File: config.mk
export PLATFORM = sky130hd
export DESIGN_NAME = panel_display
export DESIGN_NICKNAME = d
export VERILOG_FILES = /design/src/design/vga_pkg.sv /design/src/design/ps2_pkg.sv /design/src/design/video_timing.sv /design/src/design/ps2_receiver.sv /design/src/design/switch_panel.sv /design/src/design/led_panel.sv /design/src/design/panel_display.sv
export SDC_FILE = /design/constraint.sdc
export NUM_CORES = 1
export LEC_CHECK = 0
export BUFFER_PORTS_ARGS = -buffer_cell sky130_fd_sc_hd__buf_2
export CAP_MARGIN = 20
export CORE_ASPECT_RATIO = 1.5
export CORE_MARGIN = 2
export CORE_UTILIZATION = 28
export CTS_BUF_LIST = sky130_fd_sc_hd__clkbuf_8
export DETAILED_ROUTE_END_ITERATION = 10
export GPL_TIMING_DRIVEN = 1
export PLACE_DENSITY = 0.52
export SETUP_SLACK_MARGIN = 0.4
export SLEW_MARGIN = 0
export SYNTH_ARGS = -nofsm -noshare
export SYNTH_HDL_FRONTEND = slang
export SYNTH_HIERARCHICAL = 1
export SYNTH_SLANG_ARGS = --single-unit
File: constraint.sdc
create_clock -name clk -period 5.2 [get_ports clk]
set_clock_uncertainty 0.1 [all_clocks]
set_input_delay 1.04 -clock clk [delete_from_list [all_inputs] [get_ports clk]]
set_output_delay 1.04 -clock clk [all_outputs]
set_load 0.005 [all_outputs]
File: src/design/vga_pkg.sv
/*
  640x480 video timing, panel geometry and colours shared by the display blocks.
  Import into any module that works with beam positions or pixel colours.
*/
`default_nettype none

package vga_pkg;

  typedef logic [10:0] coord_t;  // screen coordinate, x or y

  typedef struct packed {
    logic [5:0] r;
    logic [5:0] g;
    logic [5:0] b;
  } rgb_t;

  typedef struct packed {
    coord_t x;
    coord_t y;
    logic   active;  // beam inside the visible 640x480 area
  } beam_t;

  ////////////////////////////////////////
  // 640x480 @ 60 Hz, negative syncs
  localparam coord_t h_active     = 11'd640;
  localparam coord_t h_sync_start = 11'd656;
  localparam coord_t h_sync_end   = 11'd752;
  localparam coord_t h_total      = 11'd800;
  localparam coord_t v_active     = 11'd480;
  localparam coord_t v_sync_start = 11'd490;
  localparam coord_t v_sync_end   = 11'd492;
  localparam coord_t v_total      = 11'd525;

  ////////////////////////////////////////
  // panel block, switches on top and leds below
  localparam coord_t panel_y      = 11'd392;
  localparam coord_t led_y_offset = 11'd32;   // led row below switch row
  localparam coord_t sw_x0        = 11'd204;
  localparam coord_t sw_width     = 11'd232;  // 8 switches on a 32 px pitch, last one 8 wide
  localparam coord_t sw_height    = 11'd16;
  localparam coord_t led_x0       = 11'd200;
  localparam coord_t led_width    = 11'd240;  // 8 squares of 16 plus 7 gaps of 16
  localparam coord_t led_height   = 11'd6;

  localparam rgb_t colour_black   = '0;
  localparam rgb_t colour_outline = '{r: 6'h3F, g: 6'h3F, b: 6'h3F};
  localparam rgb_t colour_sw_on   = '{r: 6'h20, g: 6'h20, b: 6'h20};
  localparam rgb_t colour_sw_off  = '{r: 6'h00, g: 6'h00, b: 6'h20};
  localparam rgb_t colour_led_on  = '{r: 6'h3F, g: 6'h3F, b: 6'h1F};
  localparam rgb_t colour_led_off = '{r: 6'h10, g: 6'h00, b: 6'h00};

endpackage

`default_nettype wire

File: src/design/ps2_pkg.sv
/*
  PS/2 keyboard frame states, prefix bytes, F-key scancodes and the key event.
*/
`default_nettype none

package ps2_pkg;

  // receive frame phases, one step per falling ps2 clock edge
  typedef enum logic [1:0] {
    start,
    data,
    parity,
    stop
  } ps2_state_t;

  localparam logic [7:0] code_extended = 8'hE0;  // next key is extended
  localparam logic [7:0] code_break    = 8'hF0;  // next key is a release

  localparam int deglitch_len   = 16;     // ps2 clock history length
  localparam int timeout_cycles = 65536;  // idle cycles before frame abort

  // indexed by switch number: [7] is F1 ... [0] is F8
  localparam logic [7:0][7:0] fkey_codes = {
    8'h05, 8'h06, 8'h04, 8'h0C, 8'h03, 8'h0B, 8'h83, 8'h0A
  };

  typedef struct packed {
    logic       valid;     // one cycle strobe
    logic       released;  // break code seen before this key
    logic       extended;  // E0 seen before this key
    logic [7:0] scancode;
  } key_event_t;

endpackage

`default_nettype wire

File: src/design/video_timing.sv
/*
  Free running 640x480 beam counters with sync and active-area decode.
  Outputs are valid in the same cycle as the beam position they describe.
*/
`default_nettype none

module video_timing import vga_pkg::*; (
  input  logic  clk,
  input  logic  arst_n,
  output beam_t beam,
  output logic  hs,
  output logic  vs
);

  coord_t h_count;
  coord_t v_count;

  ////////////////////////////////////////
  // counters
  always_ff @(posedge clk or negedge arst_n) begin
    if (!arst_n) begin
      h_count <= '0;
      v_count <= '0;
    end else begin
      if (h_count == h_total - 11'd1) begin
        h_count <= '0;                        // end of line
        if (v_count == v_total - 11'd1) begin
          v_count <= '0;                      // end of frame
        end else begin
          v_count <= v_count + 11'd1;
        end
      end else begin
        h_count <= h_count + 11'd1;
      end
    end
  end

  ////////////////////////////////////////
  // decode
  always_comb begin
    beam.x      = h_count;
    beam.y      = v_count;
    beam.active = (h_count < h_active) && (v_count < v_active);
    // both pulses active low
    hs = !((h_count >= h_sync_start) && (h_count < h_sync_end));
    vs = !((v_count >= v_sync_start) && (v_count < v_sync_end));
  end

endmodule

`default_nettype wire

File: src/design/ps2_receiver.sv
/*
  PS/2 keyboard receiver. Syncs and deglitches the bus, collects 11-bit frames
  and folds E0/F0 prefixes into a single key event strobed for one cycle.
*/
`default_nettype none

module ps2_receiver import ps2_pkg::*; (
  input  logic       clk,
  input  logic       arst_n,
  input  logic       ps2_clk,
  input  logic       ps2_data,
  output key_event_t key
);

  localparam int timeout_w = $clog2(timeout_cycles);
  // oldest four samples high, newest twelve low
  localparam logic [deglitch_len-1:0] edge_pattern =
    {{4{1'b1}}, {(deglitch_len-4){1'b0}}};

  logic [1:0]              clk_sync;
  logic [1:0]              data_sync;
  logic [deglitch_len-1:0] clk_hist;
  logic                    fall_edge;
  logic                    data_bit;
  logic [timeout_w-1:0]    idle_cnt;
  logic                    timeout_hit;

  ps2_state_t state;
  logic [2:0] bit_cnt;
  logic [7:0] shift;
  logic       ext_pend;  // E0 seen, waiting for the key byte
  logic       rel_pend;  // F0 seen, waiting for the key byte

  ////////////////////////////////////////
  // input path
  always_ff @(posedge clk or negedge arst_n) begin
    if (!arst_n) begin
      clk_sync  <= 2'b11;  // bus idles high
      data_sync <= 2'b11;
      clk_hist  <= '1;
    end else begin
      clk_sync  <= {clk_sync[0], ps2_clk};
      data_sync <= {data_sync[0], ps2_data};
      clk_hist  <= {clk_hist[deglitch_len-2:0], clk_sync[1]};
    end
  end

  assign fall_edge = (clk_hist == edge_pattern);
  assign data_bit  = data_sync[1];

  // idle timer, restarts on every clock edge
  always_ff @(posedge clk or negedge arst_n) begin
    if (!arst_n) begin
      idle_cnt <= '0;
    end else if (fall_edge) begin
      idle_cnt <= '0;
    end else begin
      idle_cnt <= idle_cnt + timeout_w'(1);  // wraps, harmless once back in start
    end
  end

  assign timeout_hit = (idle_cnt == timeout_w'(timeout_cycles - 1));

  ////////////////////////////////////////
  // frame FSM and prefix tracking
  always_ff @(posedge clk or negedge arst_n) begin
    if (!arst_n) begin
      state    <= start;
      bit_cnt  <= '0;
      shift    <= '0;
      ext_pend <= 1'b0;
      rel_pend <= 1'b0;
      key      <= '0;
    end else begin
      key.valid <= 1'b0;  // strobe lasts one cycle
      if (fall_edge) begin
        case (state)
          start: begin
            if (!data_bit) begin  // start bit is 0
              state   <= data;
              bit_cnt <= '0;
            end
          end
          data: begin
            shift   <= {data_bit, shift[7:1]};  // lsb first
            bit_cnt <= bit_cnt + 3'd1;
            if (bit_cnt == 3'd7) state <= parity;
          end
          parity: begin
            // odd parity over data and parity bit
            state <= (^shift ^ data_bit) ? stop : start;
          end
          stop: begin
            state <= start;
            if (data_bit) begin
              if (shift == code_extended) begin
                ext_pend <= 1'b1;
              end else if (shift == code_break) begin
                rel_pend <= 1'b1;
              end else begin
                key.valid    <= 1'b1;
                key.released <= rel_pend;
                key.extended <= ext_pend;
                key.scancode <= shift;
                ext_pend     <= 1'b0;
                rel_pend     <= 1'b0;
              end
            end
          end
          default: state <= start;
        endcase
      end else if (timeout_hit) begin
        state <= start;  // stalled frame is dropped
      end
    end
  end

endmodule

`default_nettype wire

File: src/design/switch_panel.sv
/*
  Eight on-screen toggle switches driven by F1..F8 make codes.
  Draws the switch row; colour is black outside the switch graphics.
*/
`default_nettype none

module switch_panel
  import vga_pkg::*;
  import ps2_pkg::*;
(
  input  logic       clk,
  input  logic       arst_n,
  input  key_event_t key,
  input  beam_t      beam,
  output logic [7:0] switch,
  output rgb_t       colour
);

  logic [7:0] toggle;   // one-hot switch to flip
  logic [7:0] rel_x;    // beam x from left edge of the row
  logic [3:0] rel_y;    // beam y from top of the row
  logic [2:0] sw_idx;   // switch under the beam
  logic       in_row;
  logic       sw_on;

  ////////////////////////////////////////
  // switch register
  always_comb begin
    toggle = '0;
    if (key.valid && !key.released && !key.extended) begin
      for (int k = 0; k < 8; k++) begin
        if (key.scancode == fkey_codes[k]) toggle[k] = 1'b1;
      end
    end
  end

  always_ff @(posedge clk or negedge arst_n) begin
    if (!arst_n) begin
      switch <= '0;
    end else begin
      switch <= switch ^ toggle;
    end
  end

  ////////////////////////////////////////
  // drawing
  assign rel_x  = 8'(beam.x - sw_x0);
  assign rel_y  = 4'(beam.y - panel_y);
  assign sw_idx = ~rel_x[7:5];     // leftmost graphic is switch 7
  assign sw_on  = switch[sw_idx];
  assign in_row = (beam.x >= sw_x0) && (beam.x < sw_x0 + sw_width) &&
                  (beam.y >= panel_y) && (beam.y < panel_y + sw_height);

  always_comb begin
    colour = colour_black;
    // each switch is 8 wide, the rest of its 32 px slot is gap
    if (in_row && rel_x[4:3] == 2'b00) begin
      if (rel_y == 4'd0 || rel_y == 4'(sw_height - 11'd1) ||
          rel_x[2:0] == 3'd0 || rel_x[2:0] == 3'd7) begin
        colour = colour_outline;   // frame
      end else if (!rel_y[3]) begin
        colour = sw_on ? colour_sw_on : colour_sw_off;   // upper half
      end else begin
        colour = sw_on ? colour_sw_off : colour_sw_on;   // lower half, swapped
      end
    end
  end

endmodule

`default_nettype wire

File: src/design/led_panel.sv
/*
  Row of eight LED squares, lit or dark from the led inputs. Combinational.
*/
`default_nettype none

module led_panel import vga_pkg::*; (
  input  logic [7:0] led,
  input  beam_t      beam,
  output rgb_t       colour
);

  localparam coord_t led_y0 = panel_y + led_y_offset;

  logic [7:0] rel_x;   // offset p from the row's left edge
  logic [2:0] led_idx;
  logic       in_row;

  assign rel_x   = 8'(beam.x - led_x0);
  assign led_idx = ~rel_x[7:5];   // leftmost square is led 7
  assign in_row  = (beam.x >= led_x0) && (beam.x < led_x0 + led_width) &&
                   (beam.y >= led_y0) && (beam.y < led_y0 + led_height);

  always_comb begin
    colour = colour_black;
    // squares on the first 16 px of each 32 px slot
    if (in_row && !rel_x[4]) begin
      if (led[led_idx]) begin
        colour = colour_led_on;
      end else begin
        colour = colour_led_off;
      end
    end
  end

endmodule

`default_nettype wire

File: src/design/panel_display.sv
/*
  VGA status display top. Overlays switch and LED panels on the user picture
  and reports beam position and keyboard events to the user logic.
*/
`default_nettype none

module panel_display
  import vga_pkg::*;
  import ps2_pkg::*;
(
  input  logic       clk,
  input  logic       arst_n,
  input  logic       ps2_clk,
  input  logic       ps2_data,
  input  logic [7:0] led,
  input  rgb_t       user_pixel,
  output logic       hs,
  output logic       vs,
  output rgb_t       pixel,
  output beam_t      beam,
  output logic [7:0] switch,
  output key_event_t key
);

  rgb_t sw_colour;
  rgb_t led_colour;
  rgb_t panel_colour;

  ////////////////////////////////////////
  // blocks
  video_timing u_timing (
    .clk    (clk),
    .arst_n (arst_n),
    .beam   (beam),
    .hs     (hs),
    .vs     (vs)
  );

  ps2_receiver u_ps2 (
    .clk      (clk),
    .arst_n   (arst_n),
    .ps2_clk  (ps2_clk),
    .ps2_data (ps2_data),
    .key      (key)
  );

  switch_panel u_switches (
    .clk    (clk),
    .arst_n (arst_n),
    .key    (key),
    .beam   (beam),
    .switch (switch),
    .colour (sw_colour)
  );

  led_panel u_leds (
    .led    (led),
    .beam   (beam),
    .colour (led_colour)
  );

  ////////////////////////////////////////
  // pixel select, panels win over user picture
  assign panel_colour = rgb_t'(sw_colour | led_colour);

  always_comb begin
    if (!beam.active) begin
      pixel = colour_black;   // blanking
    end else if (panel_colour != colour_black) begin
      pixel = panel_colour;
    end else begin
      pixel = user_pixel;
    end
  end

endmodule

`default_nettype wire

* Yosys cells after proc, flatten, opt, wreduce, memory -nomap -nowiden
Index checks and enable logic that the tools add are counted.
Cells by class: mux-type cells 41, reduce and logical (&&, ||, !) cells 35, bitwise operators 7, magnitude comparators 16, $add $sub $neg 7, equal/unequal tests 24
Operators with widths (number):
- 2-to-1 mux 18 bit | 9
- 2-to-1 mux 11 bit | 7
- < comparator 11 x 9 -> 1 bit (second input constant) | 6
- >= comparator 11 x 9 -> 1 bit (second input constant) | 3
- == test 16 bit (second input constant) | 2
- == test 8 x 3 -> 1 bit (second input constant) | 3
- == test 8 x 4 -> 1 bit (second input constant) | 3
- == test 8 bit (second input constant) | 3
- adder 11 x 1 -> 11 bit (second input constant) | 2
- == test 11 x 10 -> 1 bit (second input constant) | 2
- >= comparator 11 x 8 -> 1 bit (second input constant) | 2
- < comparator 11 x 10 -> 1 bit (second input constant) | 2
- bitwise OR 18 bit | 1
- nonzero test 18 bit | 1
- adder 16 x 1 -> 16 bit (second input constant) | 1
- 2-to-1 mux 16 bit | 1
- subtractor 8 bit (second input constant) | 2
- logical AND 1 bit | 13
- 2-to-1 mux 1 bit | 13
- >= comparator 11 x 10 -> 1 bit (second input constant) | 1
- 2-to-1 mux 2 bit | 5
- == test 8 x 2 -> 1 bit (second input constant) | 1
- < comparator 3 x 4 -> 1 bit (second input constant) | 2
- 2-to-1 mux 8 bit | 1
- 28 further kinds | 44
Word-level totals: word-level logic and storage cells 146, input bits 30, bits in registers 92, output and inout bits 62

* Longest topological paths before layout
Gate-level depths: netlist of the first run.
word-level depth 12, depth in mapped cells 13, mapped depth without buffers 11

* Cells and area by module
The synthesis of the first run kept the hierarchy.
By module, submodules not included:
- ps2_receiver | instances 1, area an instance 2493.6 um^2, seq. area each 1576.5 um^2, cells each 199
- video_timing | instances 1, area an instance 1118.6 um^2, seq. area each 550.5 um^2, cells each 112
- switch_panel | instances 1, area an instance 848.3 um^2, seq. area each 200.2 um^2, cells each 103
- panel_display | instances 1, area an instance 427.9 um^2, seq. area each 0.0 um^2, cells each 78
- led_panel | instances 1, area an instance 406.6 um^2, seq. area each 0.0 um^2, cells each 50

* Worst setup path before layout of the first run
Ideal clock, no wire load.
path type reg-to-output, start point register u_timing.h_count[3], end point output port pixel[10] in the netlist's numbering, cell stages (with the launch flop) 12, slack 943 ps, arrival time 3117 ps, buffers on the path 2, cells stage by stage dfrtp_1 > ha_1 > nor4b_1 > nand4_1 > or3_1 > nor2_1 > buf_4 > nor4_2 > and4_2 > nand4_2 > buf_2 > o21ai_1
RTL lines:
- start: declaration | RTL line video_timing.sv:15 | coord_t h_count;
- start signal: assignment | RTL line video_timing.sv:33 | h_count <= h_count + 11'd1;
- end: declaration | RTL line panel_display.sv:19 | output rgb_t pixel,

==> results of run 1 <==
## flip-flops by register name, indices dropped and copies added, names as in the netlist
signal,flops
u_timing/h_count,11
u_ps2/key,11
u_ps2/data_sync,2
u_ps2/idle_cnt,16
u_ps2/rel_pend,1
u_ps2/clk_sync,2
u_ps2/state,2
u_ps2/clk_hist,16
u_switches/switch,8
u_ps2/shift,8
u_timing/v_count,11
u_ps2/ext_pend,1
u_ps2/bit_cnt,3
## critical path, stage by stage (launching register included)
cell                       delay, ps
sky130_fd_sc_hd__dfrtp_2         460
sky130_fd_sc_hd__ha_1            260
sky130_fd_sc_hd__nor3_4          160
sky130_fd_sc_hd__xnor2_2         200
sky130_fd_sc_hd__nor3_1          120
sky130_fd_sc_hd__a211oi_2        340
sky130_fd_sc_hd__or3_4           210
sky130_fd_sc_hd__a31oi_4         120
sky130_fd_sc_hd__nor4_2          290
sky130_fd_sc_hd__nand4_1         160
sky130_fd_sc_hd__or4_1           550
sky130_fd_sc_hd__a21boi_1        160
sky130_fd_sc_hd__buf_2           130
## synth_stat cells (5+ instances only)
| cell type | count |
|---|---|
| sky130_fd_sc_hd__dfrtp_1 | 72 |
| sky130_fd_sc_hd__nand2_1 | 59 |
| sky130_fd_sc_hd__nor2_1 | 38 |
| sky130_fd_sc_hd__o21ai_0 | 36 |
| sky130_fd_sc_hd__buf_4 | 32 |
| sky130_fd_sc_hd__xnor2_1 | 28 |
| sky130_fd_sc_hd__nand3_1 | 21 |
| sky130_fd_sc_hd__dfstp_2 | 20 |
| sky130_fd_sc_hd__inv_1 | 17 |
| sky130_fd_sc_hd__xor2_1 | 17 |
| sky130_fd_sc_hd__o21ai_1 | 16 |
| sky130_fd_sc_hd__ha_1 | 14 |
| sky130_fd_sc_hd__a21oi_1 | 12 |
| sky130_fd_sc_hd__and3_1 | 10 |
| sky130_fd_sc_hd__nand4_1 | 10 |
| sky130_fd_sc_hd__nor3_1 | 10 |
| sky130_fd_sc_hd__mux2_1 | 9 |
| sky130_fd_sc_hd__or3_1 | 9 |
| sky130_fd_sc_hd__buf_2 | 7 |
| sky130_fd_sc_hd__mux2i_1 | 7 |
| sky130_fd_sc_hd__nand2b_1 | 6 |
| sky130_fd_sc_hd__nor2b_1 | 6 |
| sky130_fd_sc_hd__nor4b_1 | 6 |
| sky130_fd_sc_hd__or4_1 | 6 |
| sky130_fd_sc_hd__a31oi_1 | 5 |
| sky130_fd_sc_hd__nor4_2 | 5 |
## stage by stage
| stage | total power (W) | worst slack (ps) |
|---|---|---|
| after CTS | 0.001365 | 403.5 |
| after global routing | 0.001404 | 364.1 |
| after floorplan | 0.0007715 | 943.1 |
| after global placement | 0.0008053 | 419.7 |
| after detailed placement | 0.0008075 | 362.6 |
| final | 0.001342 | 519.1 |
## cell type report
cell class,count,area (um2),share of cell area [%]
tap,252,315.3,4.971
inverter,17,63.81,1.006
multi-input combinational,390,2755,43.44
clock inverter,6,95.09,1.499
sequential,92,2331,36.75
clock buffer,10,137.6,2.170
timing repair buffer,111,644.4,10.16
## how the worst min path moves through the flow
stage                                               to  slack, ps  cells after the start
after global placement     u_ps2/clk_hist[0]$_DFF_PN1_        250                      0
after floorplan            u_ps2/clk_hist[0]$_DFF_PN1_        250                      0
after global routing      u_ps2/clk_hist[11]$_DFF_PN1_        260                      0
after CTS                  u_ps2/clk_sync[1]$_DFF_PN1_        260                      0
after detailed placement   u_ps2/clk_sync[1]$_DFF_PN1_        250                      0
final                     u_ps2/clk_hist[14]$_DFF_PN1_        250                      0
## what timing repair did
| item | CTS | global route |
|---|---|---|
| setup buffers | 5 | 8 |
| endpoints found under the setup margin | 18 | 17 |
| pin swaps | 2 | 10 |
| gates resized for setup | 8 | 25 |
| gates cloned | 0 | 1 |
## metal layers
metal | vias to the layer above | wire length, um | GRT usage [%]
li1 | 2050 | - | -
met1 | 2019 | 5160 | 13.63
met2 | 105 | 6493 | 21.64
met3 | 17 | 543 | 2.313
met4 | 0 | 248 | 4.400
met5 | - | 0 | 0
## where the power goes
group | internal (W) | switching (W) | leakage, nW | total, W
Combinational | 0.0000250 | 0.0000327 | 1.57 | 0.0000578
Clock | 0.000289 | 0.000256 | 0.111 | 0.000545
Sequential | 0.000732 | 0.00000696 | 1.18 | 0.000739
## layout by cell type (no fill, tap or decap), types with 12 or more instances in the layout
master	count
sky130_fd_sc_hd__a21oi_1	12
sky130_fd_sc_hd__buf_2	90
sky130_fd_sc_hd__buf_4	16
sky130_fd_sc_hd__dfrtp_1	69
sky130_fd_sc_hd__dfstp_2	20
sky130_fd_sc_hd__ha_1	14
sky130_fd_sc_hd__inv_1	17
sky130_fd_sc_hd__nand2_1	59
sky130_fd_sc_hd__nand3_1	21
sky130_fd_sc_hd__nor2_1	35
sky130_fd_sc_hd__o21ai_0	35
sky130_fd_sc_hd__o21ai_1	16
sky130_fd_sc_hd__xnor2_1	27
sky130_fd_sc_hd__xor2_1	17
## cell families after synthesis
group                    synth area share [%]
other                                 0.07082
adder cells (fa/ha/maj)                 3.308
XOR/XNOR                                8.271
multiplexers                            3.663
buffers and inverters                   6.900
AO/OA/AOI/OAI                           10.47
AND/OR/NAND/NOR                         23.37
flip-flops                              43.95
==> run summary, run 1 <==
The total power divided by cell area came out at approximately 210 nW/um2. The count of buffers added on input and output ports is between 90 and 100. The clock latency of the later-clocked register in the worst-skew pair came out at 360 ps. The iteration-0 DRC count of the detailed router is between 150 and 200. In the synthesized netlist the async set-or-reset flop fraction comes to 100.0%.

The vias after detailed routing is approximately 4,200. The post-placement cell area is 5822 um2. The total overflow left after global routing is 0. The die boundary width is about 120 um. The startpoint identified for the worst register-to-register timing path is u_timing/h_count[7]$_DFF_PN0_. The final design area excluding fillers came out at around 6300 um2. The maximum ir drop on the vdd rail came out at between 90 and 100 uV. The final HPWL from detailed placement is 8.714 mm. The slew at the pin closest to its max-slew limit came out at 934.2 ps. The endpoint kind of the worst setup timing path is an output pin. The final critical-path required period came out at ~4700 ps. The number of max-capacitance violations reported came out at 0. The clock tree buffer depth came out at 2.

The net total in the final layout came out at 665. The number of primary I/O pins is 92. The path depth of the worst reg2reg path came out at 5.

The worst register-to-register path ends at u_timing/v_count[8]$_DFFE_PN0N_. The worst path arrival time came out at roughly 3500 ps. The detailed-route wire length per cell is 14.18 um. The vertical die dimension is about 170 um. The routed design has roughly 12 mm of wire. Setup repair after global routing left no endpoint under its margin. The critical-path maximum fanout is 4.

The count of hold-fix buffers inserted at cts came out at 0. The kind of critical path is reg -> out. Of the post-synthesis cell area, the dominant cell type holds 34.03%.

The remaining antenna violation count came out at 0. The distinct cell type count after synthesis is about 70. For the final routed database, the setup TNS stands at 0 ps. The net count after synthesis is around 600.

TritonCTS built the clock tree. The CTS sink count is slightly above 90. The deepest level of the CTS H-tree came out at 3.

The number of buffers added by the clock tree synthesis step is 9. The layout-stage area growth over the synthesis result came out at 19.78%. Across all hold checks on the routed design, the worst slack comes to 254.2 ps. The leakage power is 2.866 nW. The congestion estimate from routability-driven global placement came to roughly 0.82.

The Yosys step of the flow raised 6 warnings. Cells fill 34.20% of the core in the end. At the worst endpoint, the required time is approximately 4100 ps. The area of the core is 18,550 um2. The root buffer cell is sky130_fd_sc_hd__clkbuf_8. The number of global-route vias before repair was between 3,000 and 4,000. The most used flip-flop cell after synthesis is sky130_fd_sc_hd__dfrtp_1. The number of standard cells after synthesis is approximately 540. In this run the worst setup path begins at u_timing/h_count[3]$_DFF_PN0_. For this run, the number of standard cells in the final layout without fillers is a little under 900. The share of layout cells above drive strength 1 came out at between 30% and 40%. The synthesized design contains slightly above 90 register bits. The tightest min-delay check is of the reg -> reg type. For this run, the top clock speed supported by timing is about 210 MHz. The share of the Yosys chip area taken by registers is 43.95%.

The placement row count came out at slightly above 60. Headroom to the max-slew limit came out at 37.24%. The count of final setup violators came out at 0.

The number of antenna diodes in the final layout is 0. The flow ran to the end, and the final reports show no timing, DRC or antenna violations. By area the synthesized netlist is led by sky130_fd_sc_hd__dfrtp_1 (34%), sky130_fd_sc_hd__dfstp_2 (9.9%), sky130_fd_sc_hd__xnor2_1 (4.6%), sky130_fd_sc_hd__buf_4 (4.5%), sky130_fd_sc_hd__nand2_1 (4.2%). The critical path endpoint is pixel[7]. Using the TritonRoute via totals, the vias-per-cell ratio works out to around 4.8. The worst setup path is launched from a flip-flop. The number of antenna violations at the first check in global routing came out at 0. The launch point of the worst hold path is u_ps2/clk_hist[13]$_DFF_PN1_. The total count of hold-check failures in the final report came to 0.

The clock transition at the register clock pins on the worst setup and hold paths after CTS came out at approximately 100 ps. The global-route usage over all layers came out at 11.91%. The register-to-register path setup slack is between 2000 and 2500 ps.

The count of placed standard cells including taps came out at between 800 and 900. The leading area contributor after synthesis is sky130_fd_sc_hd__dfrtp_1. The maximum number of pins on one net before global-route repair came out at 62. The final critical-path share of the clock period came out at 90.02%.

The starting density of the core came out at roughly 29%. The mean area per synthesized cell is around 10 um2. The die covers between 20,000 and 25,000 um2.

The area of the mapped netlist is between 5000 and 6000 um2. The number of enable-type register cells in the synthesized netlist is 0. The final max-slew violation count is 0. The remaining design rule violation count is 0. The first-pass detailed-route iteration total is 4. The first global-routing pass estimated roughly 19 mm of wire. After filler insertion, the fill cell instance count of the layout stands at 1,857.
Power figures use the tool's default switching activity.
==> inputs of run 2 (changes only) <==
- ABC_AREA: not set -> 1
- CTS_CLUSTER_DIAMETER: not set -> 100
- PLACE_DENSITY: 0.52 -> 0.51
==> run summary, run 2 <==
The type of the tightest min-delay check is reg -> reg (unchanged). The total count of hold-check failures in the final report came out at 0 (unchanged). The critical-path maximum fanout came out at 11 (was 4). The mean area per synthesized cell is 7.211 um2 (was 9.770 um2). The end point of the most critical hold path is u_ps2/data_sync[1]$_DFF_PN1_ (was u_ps2/clk_hist[14]$_DFF_PN1_).

The global-route wire length before repair is 24.85 mm (was 19.11 mm). The area of the core is 21,550 um2 (was 18,550 um2). The final critical-path share of the clock period is 85.85% (was 90.02%). The routability congestion estimate from global placement is 0.8074 (was 0.8229). The number of global-route vias before repair is 5,288 (was 3,967). The number of primary I/O pins came out at 92 (unchanged). Among the stages of the critical path, the cell type that occurs most often is sky130_fd_sc_hd__nor2_1. The Yosys warning count is 6 (unchanged).

The area of the mapped netlist is 6130 um2 (was 5295 um2). The iteration-0 DRC count of the detailed router is 326 (was 186). The remaining design rule violation count is 0 (unchanged). The starting density of the core came out at 28.44% (was 28.55%).

The register-to-register path setup slack was 3330 ps (was 2400 ps). The deepest level of the CTS H-tree was 3 (unchanged). The fill cell total of the finished layout is 2,359 (was 1,857). The number of antenna violations at the first check in global routing came out at 0 (unchanged). The number of storage elements in the synthesis netlist is 92 (unchanged). The endpoint kind of the worst setup timing path is an output pin (unchanged). Commonest non-fill, non-tap cells in the layout: sky130_fd_sc_hd__nand2_1 (201), sky130_fd_sc_hd__inv_1 (135), sky130_fd_sc_hd__nor2_1 (122), sky130_fd_sc_hd__buf_2 (90), sky130_fd_sc_hd__nand3_1 (70) (was sky130_fd_sc_hd__buf_2 (90), sky130_fd_sc_hd__dfrtp_1 (69), sky130_fd_sc_hd__nand2_1 (59), sky130_fd_sc_hd__nor2_1 (35), sky130_fd_sc_hd__o21ai_0 (35)). Unrepaired setup endpoints after global routing: false (unchanged). The routed wire length is 14.97 mm (was 12.45 mm). The delay of the slowest cell on the worst path is 510 ps (was 550 ps). The startpoint type of the worst setup path is a flip-flop (unchanged).

The diode insertion count for antenna repair came to 0 (unchanged). The maximum number of pins on one net before global-route repair came out at 69 (was 62). The leading cell type in the layout, fill and taps excluded is sky130_fd_sc_hd__nand2_1 (was sky130_fd_sc_hd__buf_2). The share of layout cells above drive strength 1 was 21.61% (was 31.47%). The kind of critical path is reg -> out (unchanged). The maximum ir drop on the vdd rail is 100.6 uV (was 98.69 uV). The worst path required time was 4060 ps (about the same). Outcome: finished, final reports clean (unchanged). The global-route usage over all layers is 13.16% (was 11.91%). The detail-routed via count per cell is 4.516 (was 4.773). The net total in the final layout came out at 960 (was 665). The number of standard cells after synthesis is 850 (was 542).

The number of buffer cells added on primary ports is 91 (unchanged). The detailed-route wire length per cell is 12.55 um (was 14.18 um). The total negative slack for setup checks is 0 ps (unchanged).

The path depth of the worst reg2reg path is 5 (unchanged). The worst path arrival time was 3320 ps (was 3540 ps). The clock tree buffer depth is 2 (unchanged). The root buffer cell is sky130_fd_sc_hd__clkbuf_8 (unchanged). The share of the synthesized area in the top cell type is 29.39% (was 34.03%). The beginning of the worst register-to-register path is u_timing/h_count[0]$_DFF_PN0_ (was u_timing/h_count[7]$_DFF_PN0_).

The placement row count is 66 (was 61). The vertical die dimension is 185.2 um (was 172.4 um). The CTS sink count was 92 (unchanged).

The slew at the pin closest to its max-slew limit came out at 899.1 ps (was 934.2 ps). The net count after synthesis came out at 894 (was 586). The leading area contributor after synthesis is sky130_fd_sc_hd__dfrtp_1 (unchanged). The global route total overflow came to 0 (unchanged). The final max-slew violation count is 0 (unchanged). The number of buffers added by the clock tree synthesis step is 9 (unchanged). The maximum achievable frequency came to 224.0 MHz (was 213.6 MHz).

The area enclosed by the die boundary came to 23,120 um2 (was 20,050 um2). The first-pass detailed-route iteration total is 5 (was 4). The fraction of registers with async set or reset after synthesis came out at 100.0% (unchanged). Most instantiated cells after synthesis: sky130_fd_sc_hd__nand2_1 (201), sky130_fd_sc_hd__inv_1 (130), sky130_fd_sc_hd__nor2_1 (123) (was sky130_fd_sc_hd__dfrtp_1 (72), sky130_fd_sc_hd__nand2_1 (59), sky130_fd_sc_hd__nor2_1 (38)). The area used by multi-input combinational logic is 3017 um2 (was 2755 um2).

The endpoint of the most critical register-to-register path is u_timing/v_count[9]$_DFFE_PN0N_ (was u_timing/v_count[8]$_DFFE_PN0N_). The distinct cell type count after synthesis came out at 45 (was 68). The most repeated cell in the gate-level netlist after synthesis was sky130_fd_sc_hd__nand2_1 (was sky130_fd_sc_hd__dfrtp_1). Largest registers ranked by flip-flop count: u_ps2/clk_hist x16, u_ps2/idle_cnt x16 (unchanged). The final critical-path required period came out at 4464 ps (was 4681 ps). The cell type of the slowest stage on the worst timing path is sky130_fd_sc_hd__dfrtp_2 (was sky130_fd_sc_hd__or4_1). The launch point of the worst hold path is u_ps2/data_sync[0]$_DFF_PN1_ (was u_ps2/clk_hist[13]$_DFF_PN1_).

The layout-stage area growth over the synthesis result is 11.90% (was 19.78%). The clock tree from TritonCTS was built (unchanged). The cell count of the worst hold path is 0 (unchanged). The remaining antenna violation count came out at 0 (unchanged). The sequential area share after synthesis is 37.97% (was 43.95%). The remaining max-slew budget at the tightest pin was 40.06% (was 37.24%). The final HPWL from detailed placement came out at 11.09 mm (was 8.714 mm). The clock latency of the later-clocked register in the worst-skew pair is 370 ps (was 360 ps). Top cells by area in the synthesized netlist: sky130_fd_sc_hd__dfrtp_1 (29%), sky130_fd_sc_hd__nand2_1 (12%), sky130_fd_sc_hd__dfstp_2 (8.6%), sky130_fd_sc_hd__inv_1 (8.0%), sky130_fd_sc_hd__nor2_1 (7.5%) (was sky130_fd_sc_hd__dfrtp_1 (34%), sky130_fd_sc_hd__dfstp_2 (9.9%), sky130_fd_sc_hd__xnor2_1 (4.6%), sky130_fd_sc_hd__buf_4 (4.5%), sky130_fd_sc_hd__nand2_1 (4.2%)).

The number of enable-type register cells in the synthesized netlist came out at 0 (unchanged). The count of final setup violators is 0 (unchanged). The vias after detailed routing came out at 5,388 (was 4,191). The utilization after layout is 31.82% (was 34.20%). The die boundary width is 124.8 um (was 116.3 um). The most instantiated flip-flop cell in the synthesis netlist is sky130_fd_sc_hd__dfrtp_1 (unchanged). The total area of sequential cells was 2332 um2 (was 2331 um2). Critical-path cell list: ha_1 -> nor3b_1 -> nor3b_2 -> nand3_1 -> nor2_2 -> nand2_1 -> clkinvlp_4 -> nor2_1 -> and2_1 -> nand2_1 -> nor2_4 -> inv_2 -> nor2_4 -> nor2_1 -> nor2_1 -> buf_2 (was ha_1 -> nor3_4 -> xnor2_2 -> nor3_1 -> a211oi_2 -> or3_4 -> a31oi_4 -> nor4_2 -> nand4_1 -> or4_1 -> a21boi_1 -> buf_2). The clock transition at the register clock pins on the worst setup and hold paths after CTS came to 80 ps (was 100 ps).

The leakage power is 3.729 nW (was 2.866 nW). The total power divided by cell area is 179.5 nW/um2 (was 211.6 nW/um2). The number of max-capacitance violations reported is 0 (unchanged).
[run 2: logic make-up after synthesis]
group / synth area share [%]
adder cells (fa/ha/maj): 2.858
AO/OA/AOI/OAI: 4.552
other: 0.06118
XOR/XNOR: 2.837
buffers and inverters: 13.76
AND/OR/NAND/NOR: 37.97
flip-flops: 37.97
[run 2: routing by layer]
layer	routed length [um]	up-vias	global-route usage [%]	part of all wire, %
met1	5909	2525	14.56	39
li1	-	2747	-	-
met4	329	0	6.022	2.2
met3	668	23	2.773	4.5
met2	8063	93	24.11	54
met5	0	-	0	0
[run 2: timing repair]
item	in CTS	in global routing
setup endpoints to repair	18	18
hold buffers	0	0
gates cloned	0	4
pin swaps	0	1
resized for setup	3	10
setup buffers	0	1
[run 2: worst max path at each step]
stage,end,from,slack (ps),cells past startpoint
final,pixel[3],u_timing/h_count[2]$_DFF_PN0_,740,16
after global routing,pixel[10],u_timing/h_count[3]$_DFF_PN0_,420,19
after CTS,pixel[12],u_timing/h_count[4]$_DFF_PN0_,470,19
after detailed placement,pixel[12],u_timing/h_count[4]$_DFF_PN0_,580,19
after global placement,pixel[9],u_timing/h_count[4]$_DFF_PN0_,680,15
after floorplan,pixel[0],u_timing/h_count[3]$_DFF_PN0_,1210,20
[run 2: cell type report]
| type | count | share of cell area (%) |
|---|---|---|
| repair inverters | 1 | 0.1094 |
| inverters | 138 | 7.607 |
| flip-flops and latches | 92 | 34.00 |
| repair buffers | 94 | 7.005 |
| multi-input cells | 580 | 43.98 |
| clock inverters | 6 | 0.3283 |
| clock buffers | 10 | 2.007 |
| well taps | 272 | 4.962 |
[run 2: critical path: cells and delay by family, from the launching register on]
family	cells	cell delay [ps]
fa+ha+maj	1	370
flops	1	510
simple gates	12	1630
buf+inv	3	450
[run 2: power breakdown]
group	leakage (nW)	total (W)	internal (W)	switching, W
logic	2.44	0.0000710	0.0000276	0.0000434
registers	1.18	0.000740	0.000732	0.00000821
clock network	0.104	0.000420	0.000177	0.000242
total	3.73	0.00123	0.000937	0.000294
[run 2: stage by stage]
stage / cell area, um2 / setup slack, ps / hold WS, ps / power, W / std cells
after floorplan: 6130 / 1207 / 245.2 / 0.0007851 / 850
after global placement: 6624 / 675.4 / 246.3 / 0.0008249 / 1172
after detailed placement: 6624 / 583.3 / 248.2 / 0.0008254 / 1172
after CTS: 6797 / 467.9 / 261.0 / 0.001261 / 1188
after global routing: 6859 / 418.1 / 266.0 / 0.001309 / 1193
final: 6859 / 736.1 / 259.6 / 0.001231 / 1193
==> inputs of run 3 (changes only) <==
- CORE_ASPECT_RATIO: 1.5 -> not set
==> run summary, run 3 (synthesized netlist as in run 2, its figures left out) <==
The final critical-path share of the clock period is 86.35% (was 85.85%). The final critical-path required period is 4490 ps (was 4464 ps). The number of buffer cells added on primary ports is 91 (unchanged). The area used by multi-input combinational logic came out at 2995 um2 (was 3017 um2). The worst path required time came to 4060 ps (about the same). The part of the power in combinational logic came to 5.4% (was 5.8%). The deepest level of the CTS H-tree came out at 3 (unchanged). The register-to-register path setup slack is 3360 ps (was 3330 ps). The clock tree buffer depth is 2 (unchanged). The leading cell type in the layout, fill and taps excluded was sky130_fd_sc_hd__nand2_1 (unchanged).

The switching portion of total power came to 24.55% (was 23.88%). The number of global-route vias before repair came out at 4,998 (was 5,288). The clock tree from TritonCTS is built (unchanged). The proportion of power drawn by the clock network is 38.0% (was 34.1%). The final critical-path setup slack came out at 709.6 ps (was 736.1 ps). The routed wire length is 14.22 mm (was 14.97 mm). The worst path arrival time is 3350 ps (was 3320 ps).

The kind of critical path was reg -> out (unchanged). The net switching power figure was 0.0003208 W (was 0.0002939 W). The number of primary I/O pins was 92 (unchanged).

The post-placement cell area came to 6641 um2 (was 6624 um2). The total negative slack for setup checks is 0 ps (unchanged). The root buffer cell is sky130_fd_sc_hd__clkbuf_8 (unchanged). The cell type group with the largest total delay on the critical path is simple AND/OR/NAND/NOR gates (unchanged). The number of buffers added by the clock tree synthesis step is 9 (unchanged).

The starting density of the core was 28.35% (was 28.44%). The CTS sink count came out at 92 (unchanged). The fill cell total of the finished layout came out at 2,372 (was 2,359). The number of buffer and inverter stages on the critical path came out at 3 (unchanged). The leakage power came out at 3.781 nW (was 3.729 nW). The final design area excluding fillers came out at 6980 um2 (was 6859 um2).

The type of the tightest min-delay check is reg -> reg (unchanged). The met3 wire length was 421 um (was 668 um). The clock transition at the register clock pins on the worst setup and hold paths after CTS came out at 90 ps (was 80 ps). The path depth of the worst reg2reg path is 5 (unchanged). The number of max-capacitance violations reported is 0 (unchanged). The highest routing layer actually used is met4 (unchanged). The clock latency of the later-clocked register in the worst-skew pair came out at 370 ps (about the same). The startpoint type of the worst setup path is a flip-flop (unchanged). The share of layout cells above drive strength 1 is 22.88% (was 21.61%). The cell-internal power is 0.0009858 W (was 0.0009370 W). The maximum number of pins on one net before global-route repair came out at 54 (was 69). Outcome: finished, final reports clean (unchanged). The minimum setup slack after placement is 610.3 ps (was 583.3 ps).

The vertical die dimension is 152.0 um (was 185.2 um). The count of final setup violators was 0 (unchanged). The detailed-route wire length per cell was 11.74 um (was 12.55 um). The layout-stage area growth over the synthesis result came out at 13.88% (was 11.90%). The maximum ir drop on the vdd rail came out at 86.58 uV (was 100.6 uV).

The maximum achievable frequency was 222.7 MHz (was 224.0 MHz). The final HPWL from detailed placement came to 10.65 mm (was 11.09 mm). Commonest non-fill, non-tap cells in the layout: sky130_fd_sc_hd__nand2_1 (201), sky130_fd_sc_hd__inv_1 (130), sky130_fd_sc_hd__nor2_1 (122), sky130_fd_sc_hd__buf_2 (90), sky130_fd_sc_hd__nand3_1 (70) (was sky130_fd_sc_hd__nand2_1 (201), sky130_fd_sc_hd__inv_1 (135), sky130_fd_sc_hd__nor2_1 (122), sky130_fd_sc_hd__buf_2 (90), sky130_fd_sc_hd__nand3_1 (70)). The diode insertion count for antenna repair was 0 (unchanged).

The sequential cell fraction of total power came out at 56.6% (was 60.1%). The placement row count is 54 (was 66). Largest registers ranked by flip-flop count: u_ps2/clk_hist x16, u_ps2/idle_cnt x16 (unchanged). The global-route usage over all layers is 12.54% (was 13.16%). The vias after detailed routing is 5,306 (was 5,388). The global route total overflow is 0 (unchanged). The net total in the final layout was 970 (was 960). The endpoint of the most critical register-to-register path is u_timing/v_count[10]$_DFFE_PN0N_ (was u_timing/v_count[9]$_DFFE_PN0N_).

The remaining max-slew budget at the tightest pin is 55.21% (was 40.06%). Critical-path cell list: ha_1 -> nor3b_1 -> nor3b_1 -> nand3_1 -> nor2_2 -> nand2_1 -> clkinvlp_4 -> nor2_1 -> and2_1 -> nand2_1 -> nor2_4 -> buf_4 -> a21boi_1 -> nor2_1 -> buf_2 (was ha_1 -> nor3b_1 -> nor3b_2 -> nand3_1 -> nor2_2 -> nand2_1 -> clkinvlp_4 -> nor2_1 -> and2_1 -> nand2_1 -> nor2_4 -> inv_2 -> nor2_4 -> nor2_1 -> nor2_1 -> buf_2). The area of the core came out at 21,620 um2 (was 21,550 um2). The cell count of the worst hold path is 0 (unchanged). Unrepaired setup endpoints after global routing: false (unchanged). The cell type of the slowest stage on the worst timing path is sky130_fd_sc_hd__dfrtp_2 (unchanged). The count of hold-fix buffers inserted at cts is 0 (unchanged). The end point of the most critical hold path is u_ps2/clk_hist[0]$_DFF_PN1_ (was u_ps2/data_sync[1]$_DFF_PN1_).

The number of antenna violations at the first check in global routing is 0 (unchanged). The remaining antenna violation count came out at 0 (unchanged). The total power divided by cell area came out at 187.2 nW/um2 (was 179.5 nW/um2). The beginning of the worst register-to-register path is u_timing/h_count[1]$_DFF_PN0_ (was u_timing/h_count[0]$_DFF_PN0_). The endpoint kind of the worst setup timing path is an output pin (unchanged). The total number of cells along the worst setup path is 15 (was 16). The launch point of the worst hold path was u_ps2/clk_sync[1]$_DFF_PN1_ (was u_ps2/data_sync[0]$_DFF_PN1_). The final max-slew violation count is 0 (unchanged). The iteration-0 DRC count of the detailed router is 256 (was 326). The die boundary width came out at 152.0 um (was 124.8 um). The area enclosed by the die boundary came to 23,090 um2 (was 23,120 um2). The remaining design rule violation count is 0 (unchanged).

The delay of the slowest cell on the worst path is 520 ps (was 510 ps). The first-pass detailed-route iteration total came out at 4 (was 5). The slew at the pin closest to its max-slew limit came out at 671.9 ps (was 899.1 ps). The total area of sequential cells is 2332 um2 (unchanged). The routability congestion estimate from global placement came out at 0.7873 (was 0.8074). The sum of met2 wire segment lengths after detailed routing is 6.545 mm (was 8.063 mm). The global-route wire length before repair is 24.21 mm (was 24.85 mm). The met1 wire length is 7.087 mm (was 5.909 mm). The critical-path maximum fanout is 11 (unchanged). The detail-routed via count per cell came to 4.382 (was 4.516).

The origin of the worst setup path is u_timing/h_count[2]$_DFF_PN0_ (unchanged). The total count of hold-check failures in the final report is 0 (unchanged).
==> run 3: changes by cell type in the layout (fill, tap and decap cells not counted), moves of 2 or more <==
| cell | previous run | this run |
|---|---|---|
| sky130_fd_sc_hd__inv_6 | 0 | 3 |
| sky130_fd_sc_hd__nor2_4 | 13 | 11 |
| sky130_fd_sc_hd__inv_1 | 135 | 130 |
| sky130_fd_sc_hd__buf_4 | 4 | 15 |
==> run 3: per-stage QoR <==
stage | hold slack [ps] | power (W) | utilization, % | std cells
2_1_floorplan | 245.2 | 0.0007851 | - | 850
3_3_place_gp | 245.9 | 0.0008248 | 30.72 | 1181
3_5_place_dp | 246.8 | 0.0008246 | 30.72 | 1181
4_1_cts | 262.0 | 0.001337 | 31.69 | 1197
5_1_grt | 265.2 | 0.001376 | 32.29 | 1211
6_report | 259.8 | 0.001307 | 32.29 | 1211
==> run 3: worst max path at each step <==
stage / endpoint / slack (ps)
after global routing: pixel[12] / 400
after global placement: pixel[1] / 630
after floorplan: pixel[0] / 1210
final: pixel[9] / 710
after detailed placement: pixel[3] / 610
after CTS: pixel[7] / 500
==> run 3: what timing repair did <==
item / CTS / global route
pin swaps: 0 / 2
setup buffers: 0 / 12
setup endpoints to repair: 18 / 18
gates resized for setup: 3 / 6
endpoints found under the hold margin: 0 / 0
cloned: 0 / 2
==> run 3: metal layers <==
layer  up-vias  global-route usage [%]
li1       2765                       -
met1      2464                   17.11
met2        65                   20.53
met3        12                   2.310
met4         0                   3.249
met5         -                       0
==> run 3: final cells by class <==
cell class | instances | area share [%]
Clock inverter | 7 | 1.058
Clock buffer | 9 | 1.775
Timing Repair Buffer | 106 | 8.353
Tap cell | 280 | 5.019
Inverter | 138 | 7.474
Sequential cell | 92 | 33.41
Multi-Input combinational cell | 579 | 42.91
==> run 3: power groups by stage <==
stage	logic [W]	clock network [W]	registers, W
4_1_cts	0.0000717	0.000525	0.000740
2_1_floorplan	0.0000335	0	0.000752
6_report	0.0000701	0.000496	0.000740
3_3_place_gp	0.0000711	0	0.000754
3_5_place_dp	0.0000711	0	0.000754
5_1_grt	0.0000825	0.000552	0.000742
